===== src/ecc_66_consts.svh =====
`ifndef ECC_66_CONSTS_SVH
`define ECC_66_CONSTS_SVH

// ~~~~~~~~~~~~~~~~~~~~~~~~~~~~~~~~~~~~~~~~~~~~~~~~~~~~~~~~~~~~~~~~~~~~~~~~~~~
// Word geometry of the ECC memory
// ~~~~~~~~~~~~~~~~~~~~~~~~~~~~~~~~~~~~~~~~~~~~~~~~~~~~~~~~~~~~~~~~~~~~~~~~~~~

`define ECC_DATA_WIDTH   66   // One 64b/66b block per word.
`define ECC_PARITY_WIDTH 8    // SEC-DED check bits per word.
`define ECC_MEM_DEPTH    16   // Words in each array.
`define ECC_ADDR_WIDTH   4    // Must cover ECC_MEM_DEPTH.
`define ECC_CNT_WIDTH    8    // Error counters saturate at all ones.

`endif

===== src/ecc_pkg.sv =====
`include "ecc_66_consts.svh"

package ecc_pkg;

    // ~~~~~~~~~~~~~~~~~~~~~~~~~~~~~~~~~~~~~~~~~~~~~~~~~~~~~~~~~~~~~~~~~~~~~~~~
    // Payload and control types shared by the ECC memory
    // ~~~~~~~~~~~~~~~~~~~~~~~~~~~~~~~~~~~~~~~~~~~~~~~~~~~~~~~~~~~~~~~~~~~~~~~~

    typedef logic [`ECC_DATA_WIDTH-1:0]   data_t;    // Stored data word.
    typedef logic [`ECC_PARITY_WIDTH-1:0] parity_t;  // Check bits, also the syndrome.
    typedef logic [`ECC_ADDR_WIDTH-1:0]   addr_t;    // Word address.
    typedef logic [`ECC_CNT_WIDTH-1:0]    cnt_t;     // Saturating error count.

endpackage


===== src/ecc_66_mem_top.sv =====
`timescale 1ns/1ns

module ecc_66_mem_top (
    input  logic             clk,
    input  logic             rst_n,
    input  logic             wr_en,
    input  ecc_pkg::addr_t   wr_addr,
    input  ecc_pkg::data_t   wr_data,
    input  ecc_pkg::data_t   wr_flip_data,
    input  ecc_pkg::parity_t wr_flip_parity,
    input  logic             rd_en,
    input  ecc_pkg::addr_t   rd_addr,
    input  logic             bypass,
    output logic             rd_valid,
    output ecc_pkg::data_t   rd_data,
    output logic             sbit_err,
    output logic             dbit_err,
    output ecc_pkg::cnt_t    sbit_count,
    output ecc_pkg::cnt_t    dbit_count,
    output logic             err_seen,
    output ecc_pkg::addr_t   err_addr
);

    ecc_pkg::parity_t wr_parity;
    ecc_pkg::data_t   rd_word_data;
    ecc_pkg::parity_t rd_word_parity;
    ecc_pkg::addr_t   rd_addr_q;

    // ~~~~~~~~~~~~~~~~~~~~~~~~~~~~~~~~~~~~~~~~~~~~~~~~~~~~~~~~~~~~~~~~~~~~~~~~
    // Write path
    // ~~~~~~~~~~~~~~~~~~~~~~~~~~~~~~~~~~~~~~~~~~~~~~~~~~~~~~~~~~~~~~~~~~~~~~~~

    ecc_66_encode u_encode (
        .data   (wr_data),
        .parity (wr_parity)
    );

    ecc_word_array #(.word_t(ecc_pkg::data_t)) u_data_array (
        .clk     (clk),
        .wr_en   (wr_en),
        .wr_addr (wr_addr),
        .wr_word (wr_data),
        .wr_flip (wr_flip_data),
        .rd_en   (rd_en),
        .rd_addr (rd_addr),
        .rd_word (rd_word_data)
    );

    ecc_word_array #(.word_t(ecc_pkg::parity_t)) u_parity_array (
        .clk     (clk),
        .wr_en   (wr_en),
        .wr_addr (wr_addr),
        .wr_word (wr_parity),
        .wr_flip (wr_flip_parity),
        .rd_en   (rd_en),
        .rd_addr (rd_addr),
        .rd_word (rd_word_parity)
    );

    // ~~~~~~~~~~~~~~~~~~~~~~~~~~~~~~~~~~~~~~~~~~~~~~~~~~~~~~~~~~~~~~~~~~~~~~~~
    // Read path
    // ~~~~~~~~~~~~~~~~~~~~~~~~~~~~~~~~~~~~~~~~~~~~~~~~~~~~~~~~~~~~~~~~~~~~~~~~

    always_ff @(posedge clk or negedge rst_n) begin
        if (!rst_n) begin
            rd_valid <= 1'b0;
        end else begin
            rd_valid <= rd_en;  // Lines up with the array read registers.
        end
    end

    always_ff @(posedge clk) begin
        if (rd_en) begin
            rd_addr_q <= rd_addr;  // Address of the word now on rd_data.
        end
    end

    ecc_66_correct u_correct (
        .data_in   (rd_word_data),
        .parity_in (rd_word_parity),
        .bypass    (bypass),
        .data_out  (rd_data),
        .sbit_err  (sbit_err),
        .dbit_err  (dbit_err)
    );

    ecc_err_log u_err_log (
        .clk        (clk),
        .rst_n      (rst_n),
        .rd_valid   (rd_valid),
        .rd_addr_q  (rd_addr_q),
        .sbit_err   (sbit_err),
        .dbit_err   (dbit_err),
        .sbit_count (sbit_count),
        .dbit_count (dbit_count),
        .err_seen   (err_seen),
        .err_addr   (err_addr)
    );

endmodule


===== src/ecc_err_log.sv =====
`timescale 1ns/1ns

module ecc_err_log (
    input  logic           clk,
    input  logic           rst_n,
    input  logic           rd_valid,
    input  ecc_pkg::addr_t rd_addr_q,
    input  logic           sbit_err,
    input  logic           dbit_err,
    output ecc_pkg::cnt_t  sbit_count,
    output ecc_pkg::cnt_t  dbit_count,
    output logic           err_seen,
    output ecc_pkg::addr_t err_addr
);

    logic any_err;
    logic first_err;

    assign any_err   = rd_valid && (sbit_err || dbit_err);
    assign first_err = any_err && !err_seen;  // Only the first flagged read is kept.

    // ~~~~~~~~~~~~~~~~~~~~~~~~~~~~~~~~~~~~~~~~~~~~~~~~~~~~~~~~~~~~~~~~~~~~~~~~
    // Saturating counters and sticky flag
    // ~~~~~~~~~~~~~~~~~~~~~~~~~~~~~~~~~~~~~~~~~~~~~~~~~~~~~~~~~~~~~~~~~~~~~~~~

    always_ff @(posedge clk or negedge rst_n) begin
        if (!rst_n) begin
            sbit_count <= '0;
            dbit_count <= '0;
            err_seen   <= 1'b0;
        end else if (rd_valid) begin
            if (sbit_err && (sbit_count != '1)) begin
                sbit_count <= sbit_count + 1'b1;
            end
            if (dbit_err && (dbit_count != '1)) begin
                dbit_count <= dbit_count + 1'b1;
            end
            if (first_err) begin
                err_seen <= 1'b1;  // Stays set until reset.
            end
        end
    end

    always_ff @(posedge clk) begin
        if (first_err) begin
            err_addr <= rd_addr_q;  // Valid only while err_seen is high.
        end
    end

    a_sbit_no_wrap : assert property (
        @(posedge clk) disable iff (!rst_n)
        (sbit_count == '1) |=> (sbit_count == '1)
    ) else $error("Single error counter wrapped.");

    a_dbit_no_wrap : assert property (
        @(posedge clk) disable iff (!rst_n)
        (dbit_count == '1) |=> (dbit_count == '1)
    ) else $error("Double error counter wrapped.");

endmodule


===== src/ecc_word_array.sv =====
`timescale 1ns/1ns

`include "ecc_66_consts.svh"

module ecc_word_array #(
    parameter type word_t = ecc_pkg::data_t
) (
    input  logic           clk,
    input  logic           wr_en,
    input  ecc_pkg::addr_t wr_addr,
    input  word_t          wr_word,
    input  word_t          wr_flip,
    input  logic           rd_en,
    input  ecc_pkg::addr_t rd_addr,
    output word_t          rd_word
);

    word_t mem [`ECC_MEM_DEPTH];

    // ~~~~~~~~~~~~~~~~~~~~~~~~~~~~~~~~~~~~~~~~~~~~~~~~~~~~~~~~~~~~~~~~~~~~~~~~
    // Write port with error injection
    // ~~~~~~~~~~~~~~~~~~~~~~~~~~~~~~~~~~~~~~~~~~~~~~~~~~~~~~~~~~~~~~~~~~~~~~~~

    always_ff @(posedge clk) begin
        if (wr_en) begin
            mem[wr_addr] <= wr_word ^ wr_flip;  // Set flip bits corrupt the stored word.
        end
    end

    // ~~~~~~~~~~~~~~~~~~~~~~~~~~~~~~~~~~~~~~~~~~~~~~~~~~~~~~~~~~~~~~~~~~~~~~~~
    // Registered read port
    // ~~~~~~~~~~~~~~~~~~~~~~~~~~~~~~~~~~~~~~~~~~~~~~~~~~~~~~~~~~~~~~~~~~~~~~~~

    // A read to the address being written sees the old word.
    always_ff @(posedge clk) begin
        if (rd_en) begin
            rd_word <= mem[rd_addr];  // Held until the next read.
        end
    end

    a_wr_addr_known : assert property (
        @(posedge clk) wr_en |-> !$isunknown(wr_addr)
    ) else $error("Write with an unknown address.");

endmodule


===== src/ecc_66_correct.sv =====
`timescale 1ns/1ns

`include "ecc_66_consts.svh"

module ecc_66_correct (
    input  ecc_pkg::data_t   data_in,
    input  ecc_pkg::parity_t parity_in,
    input  logic             bypass,
    output ecc_pkg::data_t   data_out,
    output logic             sbit_err,
    output logic             dbit_err
);

    // ~~~~~~~~~~~~~~~~~~~~~~~~~~~~~~~~~~~~~~~~~~~~~~~~~~~~~~~~~~~~~~~~~~~~~~~~
    // Check matrix columns of the data bits, entry 65 first
    // ~~~~~~~~~~~~~~~~~~~~~~~~~~~~~~~~~~~~~~~~~~~~~~~~~~~~~~~~~~~~~~~~~~~~~~~~

    // Every column has odd weight, so two flipped bits never alias one.
    localparam logic [`ECC_DATA_WIDTH-1:0][`ECC_PARITY_WIDTH-1:0] h_col = {
        8'h49, 8'hC8, 8'hC7, 8'h46, 8'h45, 8'hC4, 8'h43, 8'hC2,
        8'hC1, 8'hBF, 8'h3E, 8'h3D, 8'hBC, 8'h3B, 8'hBA, 8'hB9,
        8'h38, 8'h37, 8'hB6, 8'hB5, 8'h34, 8'hB3, 8'h32, 8'h31,
        8'hB0, 8'h2F, 8'hAE, 8'hAD, 8'h2C, 8'hAB, 8'h2A, 8'h29,
        8'hA8, 8'hA7, 8'h26, 8'h25, 8'hA4, 8'h23, 8'hA2, 8'hA1,
        8'h1F, 8'h9E, 8'h9D, 8'h1C, 8'h9B, 8'h1A, 8'h19, 8'h98,
        8'h97, 8'h16, 8'h15, 8'h94, 8'h13, 8'h92, 8'h91, 8'h8F,
        8'h0E, 8'h0D, 8'h8C, 8'h0B, 8'h8A, 8'h89, 8'h07, 8'h86,
        8'h85, 8'h83
    };

    ecc_pkg::parity_t parity_calc;
    ecc_pkg::parity_t syndrome;
    ecc_pkg::data_t   mask;
    logic             syn_zero;
    logic             data_hit;
    logic             parity_hit;

    ecc_66_encode u_encode (
        .data   (data_in),
        .parity (parity_calc)
    );

    assign syndrome = parity_in ^ parity_calc;  // Zero for a clean word.

    // ~~~~~~~~~~~~~~~~~~~~~~~~~~~~~~~~~~~~~~~~~~~~~~~~~~~~~~~~~~~~~~~~~~~~~~~~
    // Syndrome decode
    // ~~~~~~~~~~~~~~~~~~~~~~~~~~~~~~~~~~~~~~~~~~~~~~~~~~~~~~~~~~~~~~~~~~~~~~~~

    always_comb begin
        mask = '0;
        for (int i = 0; i < `ECC_DATA_WIDTH; i++) begin
            mask[i] = (syndrome == h_col[i]);  // Marks the data bit to flip back.
        end
    end

    assign syn_zero   = (syndrome == '0);
    assign data_hit   = |mask;
    // A single set bit points at a flipped check bit; the data is left alone.
    assign parity_hit = !syn_zero && ((syndrome & (syndrome - 1'b1)) == '0);

    assign data_out = bypass ? data_in : (data_in ^ mask);
    assign sbit_err = !bypass && (data_hit || parity_hit);
    assign dbit_err = !bypass && !syn_zero && !data_hit && !parity_hit;

    // The table entries must be distinct for the mask to stay one-hot.
    always_comb begin
        assert final (!(sbit_err && dbit_err))
            else $error("Single and double error flags are both set.");
        assert final ($onehot0(mask))
            else $error("Correction mask has more than one bit set.");
    end

endmodule


===== src/ecc_66_encode.sv =====
`timescale 1ns/1ns

module ecc_66_encode (
    input  ecc_pkg::data_t   data,
    output ecc_pkg::parity_t parity
);

    // ~~~~~~~~~~~~~~~~~~~~~~~~~~~~~~~~~~~~~~~~~~~~~~~~~~~~~~~~~~~~~~~~~~~~~~~~
    // Check bit equations, one row of the check matrix each
    // ~~~~~~~~~~~~~~~~~~~~~~~~~~~~~~~~~~~~~~~~~~~~~~~~~~~~~~~~~~~~~~~~~~~~~~~~

    assign parity[0] = data[0] ^ data[1] ^ data[3] ^ data[4] ^ data[6] ^ data[8]
        ^ data[10] ^ data[11] ^ data[13] ^ data[15] ^ data[17] ^ data[19] ^ data[21]
        ^ data[23] ^ data[25] ^ data[26] ^ data[28] ^ data[30] ^ data[32] ^ data[34]
        ^ data[36] ^ data[38] ^ data[40] ^ data[42] ^ data[44] ^ data[46] ^ data[48]
        ^ data[50] ^ data[52] ^ data[54] ^ data[56] ^ data[57] ^ data[59] ^ data[61]
        ^ data[63] ^ data[65];

    assign parity[1] = data[0] ^ data[2] ^ data[3] ^ data[5] ^ data[6] ^ data[9]
        ^ data[10] ^ data[12] ^ data[13] ^ data[16] ^ data[17] ^ data[20] ^ data[21]
        ^ data[24] ^ data[25] ^ data[27] ^ data[28] ^ data[31] ^ data[32] ^ data[35]
        ^ data[36] ^ data[39] ^ data[40] ^ data[43] ^ data[44] ^ data[47] ^ data[48]
        ^ data[51] ^ data[52] ^ data[55] ^ data[56] ^ data[58] ^ data[59] ^ data[62]
        ^ data[63];

    assign parity[2] = data[1] ^ data[2] ^ data[3] ^ data[7] ^ data[8] ^ data[9]
        ^ data[10] ^ data[14] ^ data[15] ^ data[16] ^ data[17] ^ data[22] ^ data[23]
        ^ data[24] ^ data[25] ^ data[29] ^ data[30] ^ data[31] ^ data[32] ^ data[37]
        ^ data[38] ^ data[39] ^ data[40] ^ data[45] ^ data[46] ^ data[47] ^ data[48]
        ^ data[53] ^ data[54] ^ data[55] ^ data[56] ^ data[60] ^ data[61] ^ data[62]
        ^ data[63];

    // Rows 3 to 6 cover contiguous runs of bits.
    assign parity[3] = (^data[10:4]) ^ (^data[25:18]) ^ (^data[40:33])
        ^ (^data[56:49]) ^ (^data[65:64]);
    assign parity[4] = (^data[25:11]) ^ (^data[56:41]);
    assign parity[5] = ^data[56:26];
    assign parity[6] = ^data[65:57];

    assign parity[7] = data[0] ^ data[1] ^ data[2] ^ data[4] ^ data[5] ^ data[7]
        ^ data[10] ^ data[11] ^ data[12] ^ data[14] ^ data[17] ^ data[18] ^ data[21]
        ^ data[23] ^ data[24] ^ data[26] ^ data[27] ^ data[29] ^ data[32] ^ data[33]
        ^ data[36] ^ data[38] ^ data[39] ^ data[41] ^ data[44] ^ data[46] ^ data[47]
        ^ data[50] ^ data[51] ^ data[53] ^ data[56] ^ data[57] ^ data[58] ^ data[60]
        ^ data[63] ^ data[64];

endmodule


===== config.mk =====
export PLATFORM = sky130hd
export DESIGN_NAME = ecc_66_mem_top
export DESIGN_NICKNAME = d
export VERILOG_FILES = /design/src/ecc_pkg.sv /design/src/ecc_66_mem_top.sv /design/src/ecc_err_log.sv /design/src/ecc_word_array.sv /design/src/ecc_66_correct.sv /design/src/ecc_66_encode.sv
export VERILOG_INCLUDE_DIRS = /design/src
export SDC_FILE = /design/constraint.sdc
export NUM_CORES = 1
export LEC_CHECK = 0
export BUFFER_PORTS_ARGS = -buffer_cell sky130_fd_sc_hd__buf_4
export CORE_MARGIN = 2
export CORE_UTILIZATION = 40
export CTS_CLUSTER_DIAMETER = 40
export DETAILED_ROUTE_END_ITERATION = 16
export PLACE_DENSITY = 0.65
export SYNTH_ARGS = -nofsm -noshare
export SYNTH_HDL_FRONTEND = slang
export SYNTH_SLANG_ARGS = --single-unit
export TNS_END_PERCENT = 20

===== constraint.sdc =====
create_clock -name clk -period 9.9 [get_ports clk]
set_input_delay 0.99 -clock clk [delete_from_list [all_inputs] [get_ports clk]]
set_output_delay 0.99 -clock clk [all_outputs]
set_load 0.01 [all_outputs]

After elaboration in Yosys (flattened, before gate mapping)
Memories as Yosys holds them, arrays and structs flattened. A register that Yosys moved wholly into a read port is not among the register bits.
Index checks and enable logic that the tools add are counted.
W data, S select, Z words.
Storage, ports and cells
  register bits after elaboration: 26
  bits in writable memories: 1184
  input port bits: 153
  output and inout bits: 90
  word-level logic and storage cells: 411
  memories: 2
Memories
  u_data_array.mem: depth 16, width 66, rd ports 1, clocked after Yosys merged registers in 1, write ports 1, RTL line ecc_word_array.sv:18  | word_t mem [`ECC_MEM_DEPTH];
  u_parity_array.mem: depth 16, width 8, rd ports 1, clocked after Yosys merged registers in 1, write ports 1, RTL line ecc_word_array.sv:18
Cells by class
  add/subtract/negate cells: 3
  equality and inequality tests: 68
  mux-type cells: 3
  bitwise gates (word level): 289
  reduce and logical (&&, ||, !) cells: 40
Operator list (number)
  $eq A8 B8 Y1 const B: 36
  $xor A1 B1 Y1: 284
  $xor A66 B66 Y66: 2
  $eq A8 B6 Y1 const B: 15
  $mux W66: 1
  $reduce_or A66 Y1: 1
  $reduce_xor A31 Y1: 2
  $eq A8 B5 Y1 const B: 7
  $reduce_xor A8 Y1: 6
  $eq A8 B7 Y1 const B: 4
  $reduce_xor A16 Y1: 2
  $reduce_xor A15 Y1: 2
  $eq A8 B4 Y1 const B: 3
  $reduce_xor A9 Y1: 2
  $add A8 B1 Y8 const B: 2
  $logic_not A8 Y1: 2
  $ne A8 B8 Y1 const B: 2
  $xor A8 B8 Y8: 2
  $reduce_xor A7 Y1: 2
  $logic_and A1 B1 Y1: 9
  $and A8 B8 Y8: 1
  $eq A8 B3 Y1 const B: 1
  $sub A8 B1 Y8 const B: 1
  $reduce_and A2 Y1: 3
  other kinds (4): 11

Logic depth before layout (Yosys ltp)
Gate-level depths: netlist of run 1.
  depth after elaboration: 46
  mapped depth: 16
  depth with buffers taken out: 12

By module
A second synthesis of run 1 with hierarchy kept.
Second synthesis, totals
  cell total of the unflattened synthesis: 2641
  area, all modules: 53224.8 um^2
Modules (own cells, without submodules)
  ecc_word_array (u_data_array): instances 1, cells each 1764, area each 42039.1 um^2, sequential area each 33692.3 um^2
  ecc_word_array (u_parity_array): instances 1, cells each 237, area each 5297.6 um^2, sequential area each 4083.9 um^2
  ecc_66_encode: instances 2, cells each 128, area each 1358.8 um^2, sequential area each 0.0 um^2
  ecc_66_correct: instances 1, cells each 298, area each 2040.7 um^2, sequential area each 0.0 um^2
  ecc_err_log: instances 1, cells each 81, area each 984.7 um^2, sequential area each 545.5 um^2
  ecc_66_mem_top: instances 1, cells each 5, area each 145.1 um^2, sequential area each 145.1 um^2

Worst setup path before layout of run 1
Ideal clock, no wire load.
  path kind: in2reg
  start: input wr_addr[3]
  end: memory u_data_array.mem[0][0] (netlist bit) (enable)
  library setup time: 0.598 ns
  data arrival time: 6.524 ns
  data required time: 9.302 ns
  slack: 2.778 ns
  stages: 2
  path buffers: 0
  path through: or3b_2 -> nor3_1
RTL lines
  start: declaration: RTL line ecc_66_mem_top.sv:7  | input ecc_pkg::addr_t wr_addr,
  end: declaration: RTL line ecc_word_array.sv:18
No word-level cell before the write port.

Final worst setup path of run 1
  start: register u_data_array.rd_word[11] (netlist bit), read port of u_data_array.mem
  end: output dbit_err
Between the ends
  word-level cells in the longest chain between the ends: 36
  elaborated cells on any way between the ends: 139
  those cells by class: add/sub (1); eq/ne (66); bitwise (61); reduce/logical (11)
RTL lines
  start: declaration: RTL line ecc_word_array.sv:15  | output word_t rd_word
  $xor A1 B1 Y1 (on tied branches) (6 in series): RTL line ecc_66_encode.sv:13, ecc_66_encode.sv:41
  $xor A1 B1 Y1 (on tied branches) (7 in series): RTL line ecc_66_encode.sv:14, ecc_66_encode.sv:42
  $xor A1 B1 Y1 (on tied branches) (7 in series): RTL line ecc_66_encode.sv:15, ecc_66_encode.sv:43
  $xor A1 B1 Y1 (on tied branches) (7 in series): RTL line ecc_66_encode.sv:16, ecc_66_encode.sv:44
  $xor A1 B1 Y1 (on tied branches) (2 in series): RTL line ecc_66_encode.sv:17, ecc_66_encode.sv:45
  $xor A8 B8 Y8 (*): RTL line ecc_66_correct.sv:43  | assign syndrome = parity_in ^ parity_calc;
  $sub A8 B1 Y8: RTL line ecc_66_correct.sv:59  | assign parity_hit = !syn_zero && ((syndrome & (syndrome - 1'b1)) == '0);
  $and A8 B8 Y8: RTL line ecc_66_correct.sv:59
  $logic_not A8 Y1: RTL line ecc_66_correct.sv:59
  $logic_and A1 B1 Y1: RTL line ecc_66_correct.sv:59
  $logic_not A1 Y1: RTL line ecc_66_correct.sv:63  | assign dbit_err = !bypass && !syn_zero && !data_hit && !parity_hit;
  $logic_and A1 B1 Y1 (*): RTL line ecc_66_correct.sv:63
  end: declaration: RTL line ecc_66_mem_top.sv:17  | output logic dbit_err,
Every way passes the cells marked *; elsewhere a longest branch is shown, timed or not.

==> results_dict.tcl, run 1 <==
set metrics [dict create \
    synth_top_area_share_pct 72.0 \
    fmax_ghz 0.157 \
    clock_latency_ns 0.77 \
    synth_largest_area_cell "edfxtp_1" \
    grt_pass1_wl_um 203000 \
    drc 0 \
    hpwl_um 90300 \
    setup_viol 0 \
    placedCellCount 4377 \
    drtIter0Drc 3200 \
    syn-num-nets 2587 \
    pwr-share-seq_pct 38.2 \
    post-route-period-util_pct 64.4 \
    cp_slowest_cell "xnor2_1" \
    power_density_mw_per_mm2 279 \
    clockRootBuffer "clkbuf_16" \
    syn_area_mm2 0.0528 \
    cp_cell_sequence "xnor3_1 -> xnor3_2 -> xnor3_1 -> xnor2_1 -> xnor2_1 -> nor4_1 -> a31oi_1 -> nor2_1 -> o41ai_1 -> and4_1 -> nor3b_1 -> buf_4" \
    h-tree-depth 4 \
    ant_nets 0 \
    power_uw 17400 \
    crit_fanout 16 \
    switchingPower_uw 5740 \
    post-place-ws_ns 4.36 \
    async_flop_share_pct 1.40 \
    io_buffer_count 242 \
    cp.required_ns 8.91 \
    vias 26268 \
    finalCriticalPeriod_ns 6.37 \
    cts.reportedPaths.clkPinSlew_ns 0.06 \
    p_comb_share_pct 28.7 \
    rr_startpoint "u_data_array.rd_word[11]" \
    dr.pass1.iters 5 \
    p_int_uw 11700 \
    fin_nets 2938 \
    crit_type "flop to primary output" \
    drive_gt1_share_pct 32.3 \
    start_util_pct 40.2 \
    tns_ns 0 \
    outcome "complete, no violations" \
    cts_tree "done" \
    place.gp.congestion 0.892 \
    overflow 0 \
    final_cell_mix "edfxtp_1 (1266), mux4_2 (370), buf_4 (282)" \
    startpoint_type "flop" \
    grt_pass1_vias 26713 \
    slew_headroom_pct 9.86 \
    drv_cap 0 \
    synth_edf_count 1266 \
    skew_ns 0.0378 \
    crit_family "XOR/XNOR gates" \
    swShare_pct 33.0 \
    cts_resized 0 \
    synth_cell_types 60 \
    final_common_cell "edfxtp_1" \
    die_area_mm2 0.135 \
    antenna_found_initial 7 \
    cts.sinks 1284 \
    ys_warn_count 0 \
    grt_usage_pct 21.5 \
    vias_per_cell 5.64 \
    rsz0062_at_grt "false" \
    finalWirelength_um 146000 \
    die_x_um 367 \
    yosys-top-cells-area "edfxtp_1 (72%), mux4_2 (16%), xnor2_1 (3.5%)" \
    hold_violations 0 \
    ios 243 \
    syn_area_per_cell_um2 21.7 \
    cts-hold-fix-buffers 0 \
    syn-instance-count 2432 \
    hold_class "primary input to asynchronous set/reset pin" \
    yosysSeqAreaShare_pct 72.8 \
    fp.dieH_um 367 \
    clock_path_buffers 3 \
    cp.arrival_ns 5.38 \
    crit_buf_inv 1 \
    setup_ws_ns 3.53 \
    slew_violations 0 \
    ir_drop_v 0.000447 \
    worst_pin_slew_ns 1.35 \
    startpoint "u_data_array.rd_word[11]" \
    clockPowerShare_pct 33.1 \
    area_growth_pct 17.9 \
    rows 133 \
    numCtsBuffers 158 \
    instances_no_fill 4660 \
    cts_setup_buffers 0 \
    ys.flop_type "edfxtp_1" \
    wl_per_cell_um 31.3 \
    core_area_mm2 0.131 \
    grt_max_degree 160 \
    max_stage_delay_ns 0.72 \
    synth-seq-cells 1284 \
    leakage_uw 0.0203 \
    endpoint_kind "primary output" \
]
==> registers in the layout (all words and copies together) (netlist names) <==
register	flops
rd_valid	1
rd_addr_q	4
u_parity_array.rd_word	8
u_data_array.mem	1056
u_err_log.dbit_count	8
u_err_log.sbit_count	8
u_err_log.err_addr	4
u_data_array.rd_word	66
u_err_log.err_seen	1
u_parity_array.mem	128
==> synth_stat cells (all sizes together), types with 4 or more instances <==
cell type  count
xnor2        216
clkbuf        62
nand2         30
nand3         17
nor2          98
nand2b         4
o21ai          7
and3           7
nand4          5
a21oi          4
nor4           5
buf           35
edfxtp      1266
nor3          12
mux4         370
xor2         184
xnor3         34
nor3b          5
a31oi          6
and2           7
dfrtp         18
==> path summary, 6_finish.rpt <==
| kind | end | slack, ns | cells past startpoint |
|---|---|---|---|
| worst min register to register | u_err_log.err_addr[0] | 0.42 | 0 |
| worst max-delay path | dbit_err | 3.53 | 12 |
| max in group asynchronous | u_err_log.dbit_count[7] | 9.61 | 1 |
| min in group clk | u_err_log.err_addr[0] | 0.42 | 0 |
| worst min-delay path | u_err_log.sbit_count[1] | 0.09 | 1 |
| worst max register to register | u_err_log.dbit_count[1] | 5.09 | 12 |
==> area by class of cell <==
| class | count | area (um^2) |
|---|---|---|
| Multi-Input combinational cell | 1051 | 14100 |
| Fill cell | 10642 | 69000 |
| Clock inverter | 111 | 1320 |
| Tap cell | 1755 | 2200 |
| Clock buffer | 170 | 4000 |
| Antenna cell | 1 | 2.50 |
| Timing Repair Buffer | 288 | 2220 |
| Sequential cell | 1284 | 38500 |
==> logic make-up (layout without fill, tap and decap cells) <==
logic type	count (synthesis)	in the layout	synth area share, %
mux	375	375	15.9
flops	1284	1284	72.8
other cells	0	1	0
xor+xnor	436	436	8.24
simple gates	201	201	1.77
buf+inv	97	569	0.737
fa+ha+maj	2	2	0.0474
compound gates	37	37	0.490
==> power groups by stage <==
| stage | clock [uW] | combinational [uW] | sequential [uW] |
|---|---|---|---|
| after floorplan | 0 | 3450 | 6720 |
| after global placement | 0 | 4990 | 6740 |
| after detailed placement | 0 | 4950 | 6760 |
| after CTS | 5830 | 4970 | 6650 |
| after global routing | 6050 | 5260 | 6670 |
| final | 5760 | 5000 | 6650 |
==> worst register-to-register path, delay by kind of cell, from the launching register on <==
| kind | cells | cell delay [ns] |
|---|---|---|
| XOR/XNOR | 5 | 2.21 |
| AND/OR/NAND/NOR | 4 | 1.03 |
| AO/OA/AOI/OAI | 2 | 0.60 |
| flip-flops | 1 | 0.49 |
| multiplexers | 1 | 0.35 |
==> per-stage QoR <==
stage	util [%]	hold slack, ns	area (um^2)
2_1_floorplan	-	0.400	52800
3_3_place_gp	43.4	0.406	56900
3_5_place_dp	43.4	0.408	56900
4_1_cts	47.4	0.0503	62300
5_1_grt	47.4	0.0806	62300
6_report	47.4	0.0920	62300
==> per-layer routing <==
layer	routed length [um]	share of wire (%)	global-route usage, %
met1	59400	41	29.3
met2	70100	48	34.5
met3	12800	8.8	5.50
met4	3510	2.4	5.79
met5	20	0.014	0
Power figures use the tool's default switching activity.
==> run 2: changes to the inputs <==
==> constraint.sdc (replaced) <==
create_clock -name clk -period 6.66 [get_ports clk]
set_input_delay 0.666 -clock clk [delete_from_list [all_inputs] [get_ports clk]]
set_output_delay 0.666 -clock clk [all_outputs]
set_load 0.01 [all_outputs]
==> run 2 against run 1 <==
Cell count up 0.11%. Clock skew shrank 0.018 ns. Largest cell class unchanged. Power rose by 50%. Routed wire length fell by 0.56%. First-iteration DRC count fell by 1.3%. Sequential power increased by 49%. Worst setup slack lost 2.8 ns. Die area stayed put. Combinational power rose by 46%. Global-route usage about the same. Count of clock-buffer cells in the layout up 6. Non-clock buffer count down 2.
==> results_dict.tcl, run 2 (synthesis results as in run 1) <==
set metrics [dict create \
    largest_reg_flops 1056 \
    finalWirelength_um 145000 \
    cts_tree "done" \
    numCtsBuffers 159 \
    rsz0062_at_grt "false" \
    post-route-period-util_pct 88.4 \
    vias 26217 \
    cts.sinks 1284 \
    clockRootBuffer "clkbuf_16" \
    wl_per_cell_um 31.1 \
    hold_class "primary input to flop" \
    slew_violations 0 \
    design_area_mm2 0.0626 \
    die_x_um 367 \
    clock_path_buffers 3 \
    top_register "u_data_array.mem" \
    core_area_mm2 0.131 \
    wl_met3_um 13200 \
    ant_nets 0 \
    cp.required_ns 5.99 \
    antenna_found_initial 11 \
    placed_area_mm2 0.0570 \
    fp.dieH_um 367 \
    setup_viol 0 \
    cts_setup_buffers 0 \
    crit_fanout 10 \
    hpwl_um 88500 \
    grt_pass1_wl_um 203000 \
    largestRegisters "u_data_array.mem (1056), u_parity_array.mem (128), u_data_array.rd_word (66)" \
    drv_cap 0 \
    area_growth_pct 18.5 \
    ir_drop_v 0.000487 \
    slew_headroom_pct 10.7 \
    final_cell_mix "edfxtp_1 (1266), mux4_2 (370), buf_4 (271)" \
    fmax_ghz 0.170 \
    place.gp.congestion 0.932 \
    dr.pass1.iters 8 \
    utilization_pct 47.7 \
    grt_max_degree 102 \
    ios 243 \
    drtIter0Drc 3160 \
    grt_pass1_vias 26680 \
    overflow 0 \
    hold_violations 0 \
    grt_usage_pct 21.5 \
    rows 133 \
    start_util_pct 40.2 \
    io_buffer_count 242 \
    wl_met1_um 60200 \
    n_fill_cell 10597 \
    cts_resized 0 \
    power_density_mw_per_mm2 416 \
    die_area_mm2 0.135 \
    outcome "complete, no violations" \
    fin_nets 2937 \
    skew_ns 0.0196 \
    endpoint_kind "primary output" \
    wl_met2_um 69300 \
    cts.reportedPaths.clkPinSlew_ns 0.06 \
    worst_pin_slew_ns 1.34 \
    crit_type "flop to primary output" \
    clock_latency_ns 0.75 \
    tns_ns 0 \
    startpoint_type "flop" \
    finalCriticalPeriod_ns 5.89 \
    h-tree-depth 4 \
    drive_gt1_share_pct 32.5 \
    vias_per_cell 5.62 \
    final_common_cell "edfxtp_1" \
    drc 0 \
    leakage_uw 0.0204 \
    cp.arrival_ns 5.22 \
    topRoutingLayerUsed "met5" \
]
-- run 2: changes by cell type in the layout (fill, tap and decap cells not counted), moves of 2 or more --
cell	change
buf_4	-11
buf_12	+8
bufinv_16	+8
clkinv_4	-6
clkbuf_16	+5
clkinv_16	-5
clkinvlp_4	+4
clkinv_2	+3
clkinv_8	+2
inv_16	-2
inv_6	-2
xor2_1	-2
xor2_2	+2
-- run 2: final timing paths --
path,startpoint,cells past startpoint,to,slack [ns]
min in group asynchronous,rst_n,2,rd_valid,0.33
worst min-delay path,rd_en,1,rd_valid,0.28
max in group asynchronous,rst_n,2,u_err_log.sbit_count[6],6.11
worst max register to register,u_data_array.rd_word[57],13,u_err_log.sbit_count[1],1.96
worst min register to register,rd_addr_q[1],0,u_err_log.err_addr[1],0.41
worst max-delay path,u_data_array.rd_word[56],12,dbit_err,0.77
-- run 2: power breakdown --
part	internal [uW]	total (uW)	switching (uW)
clock network	5480	8850	3370
logic	2600	7300	4700
registers	9730	9890	155
total	17800	26000	8230
-- run 2: critical path: stages (launching register included) --
cell      delay [ns]
edfxtp_1        0.47
xnor2_1         0.31
xnor3_1         0.52
xor2_1          0.47
xnor3_1         0.64
nand2_1         0.36
nor4b_1         0.10
o21a_1          0.20
o41ai_1         0.37
and4_1          0.41
buf_4           0.24
nor3b_1         0.20
buf_4           0.15
-- run 2: timing repair --
item,CTS,global route
endpoints found under the setup margin,0,0
hold buffers,1,0
endpoints found under the hold margin,18,0
-- run 2: routing by layer --
layer / GRT usage [%] / vias to the layer above
li1: - / 10672
met1: 31.0 / 14151
met3: 4.50 / 146
met2: 33.9 / 1242
met5: 0 / -
met4: 4.63 / 6
-- run 2: area by class of cell --
| type | count | area [um^2] | share of cell area [%] |
|---|---|---|---|
| Sequential cell | 1284 | 38500 | 61.5 |
| Multi-Input combinational cell | 1051 | 14100 | 22.5 |
| Clock buffer | 176 | 4130 | 6.60 |
| Timing Repair Buffer | 286 | 2310 | 3.69 |
| Tap cell | 1755 | 2200 | 3.51 |
| Clock inverter | 112 | 1380 | 2.20 |
| Antenna cell | 1 | 2.50 | 0.00400 |
-- run 2: through the flow --
| step | power, uW | cells | setup slack (ns) | hold WS [ns] |
|---|---|---|---|---|
| floorplan | 15100 | 2432 | 0.165 | 0.370 |
| global placement | 17400 | 4375 | 1.49 | 0.408 |
| detailed placement | 17300 | 4375 | 1.57 | 0.405 |
| CTS | 26100 | 4664 | 0.758 | 0.247 |
| global route | 27000 | 4664 | 0.475 | 0.259 |
| finish | 26000 | 4665 | 0.775 | 0.281 |
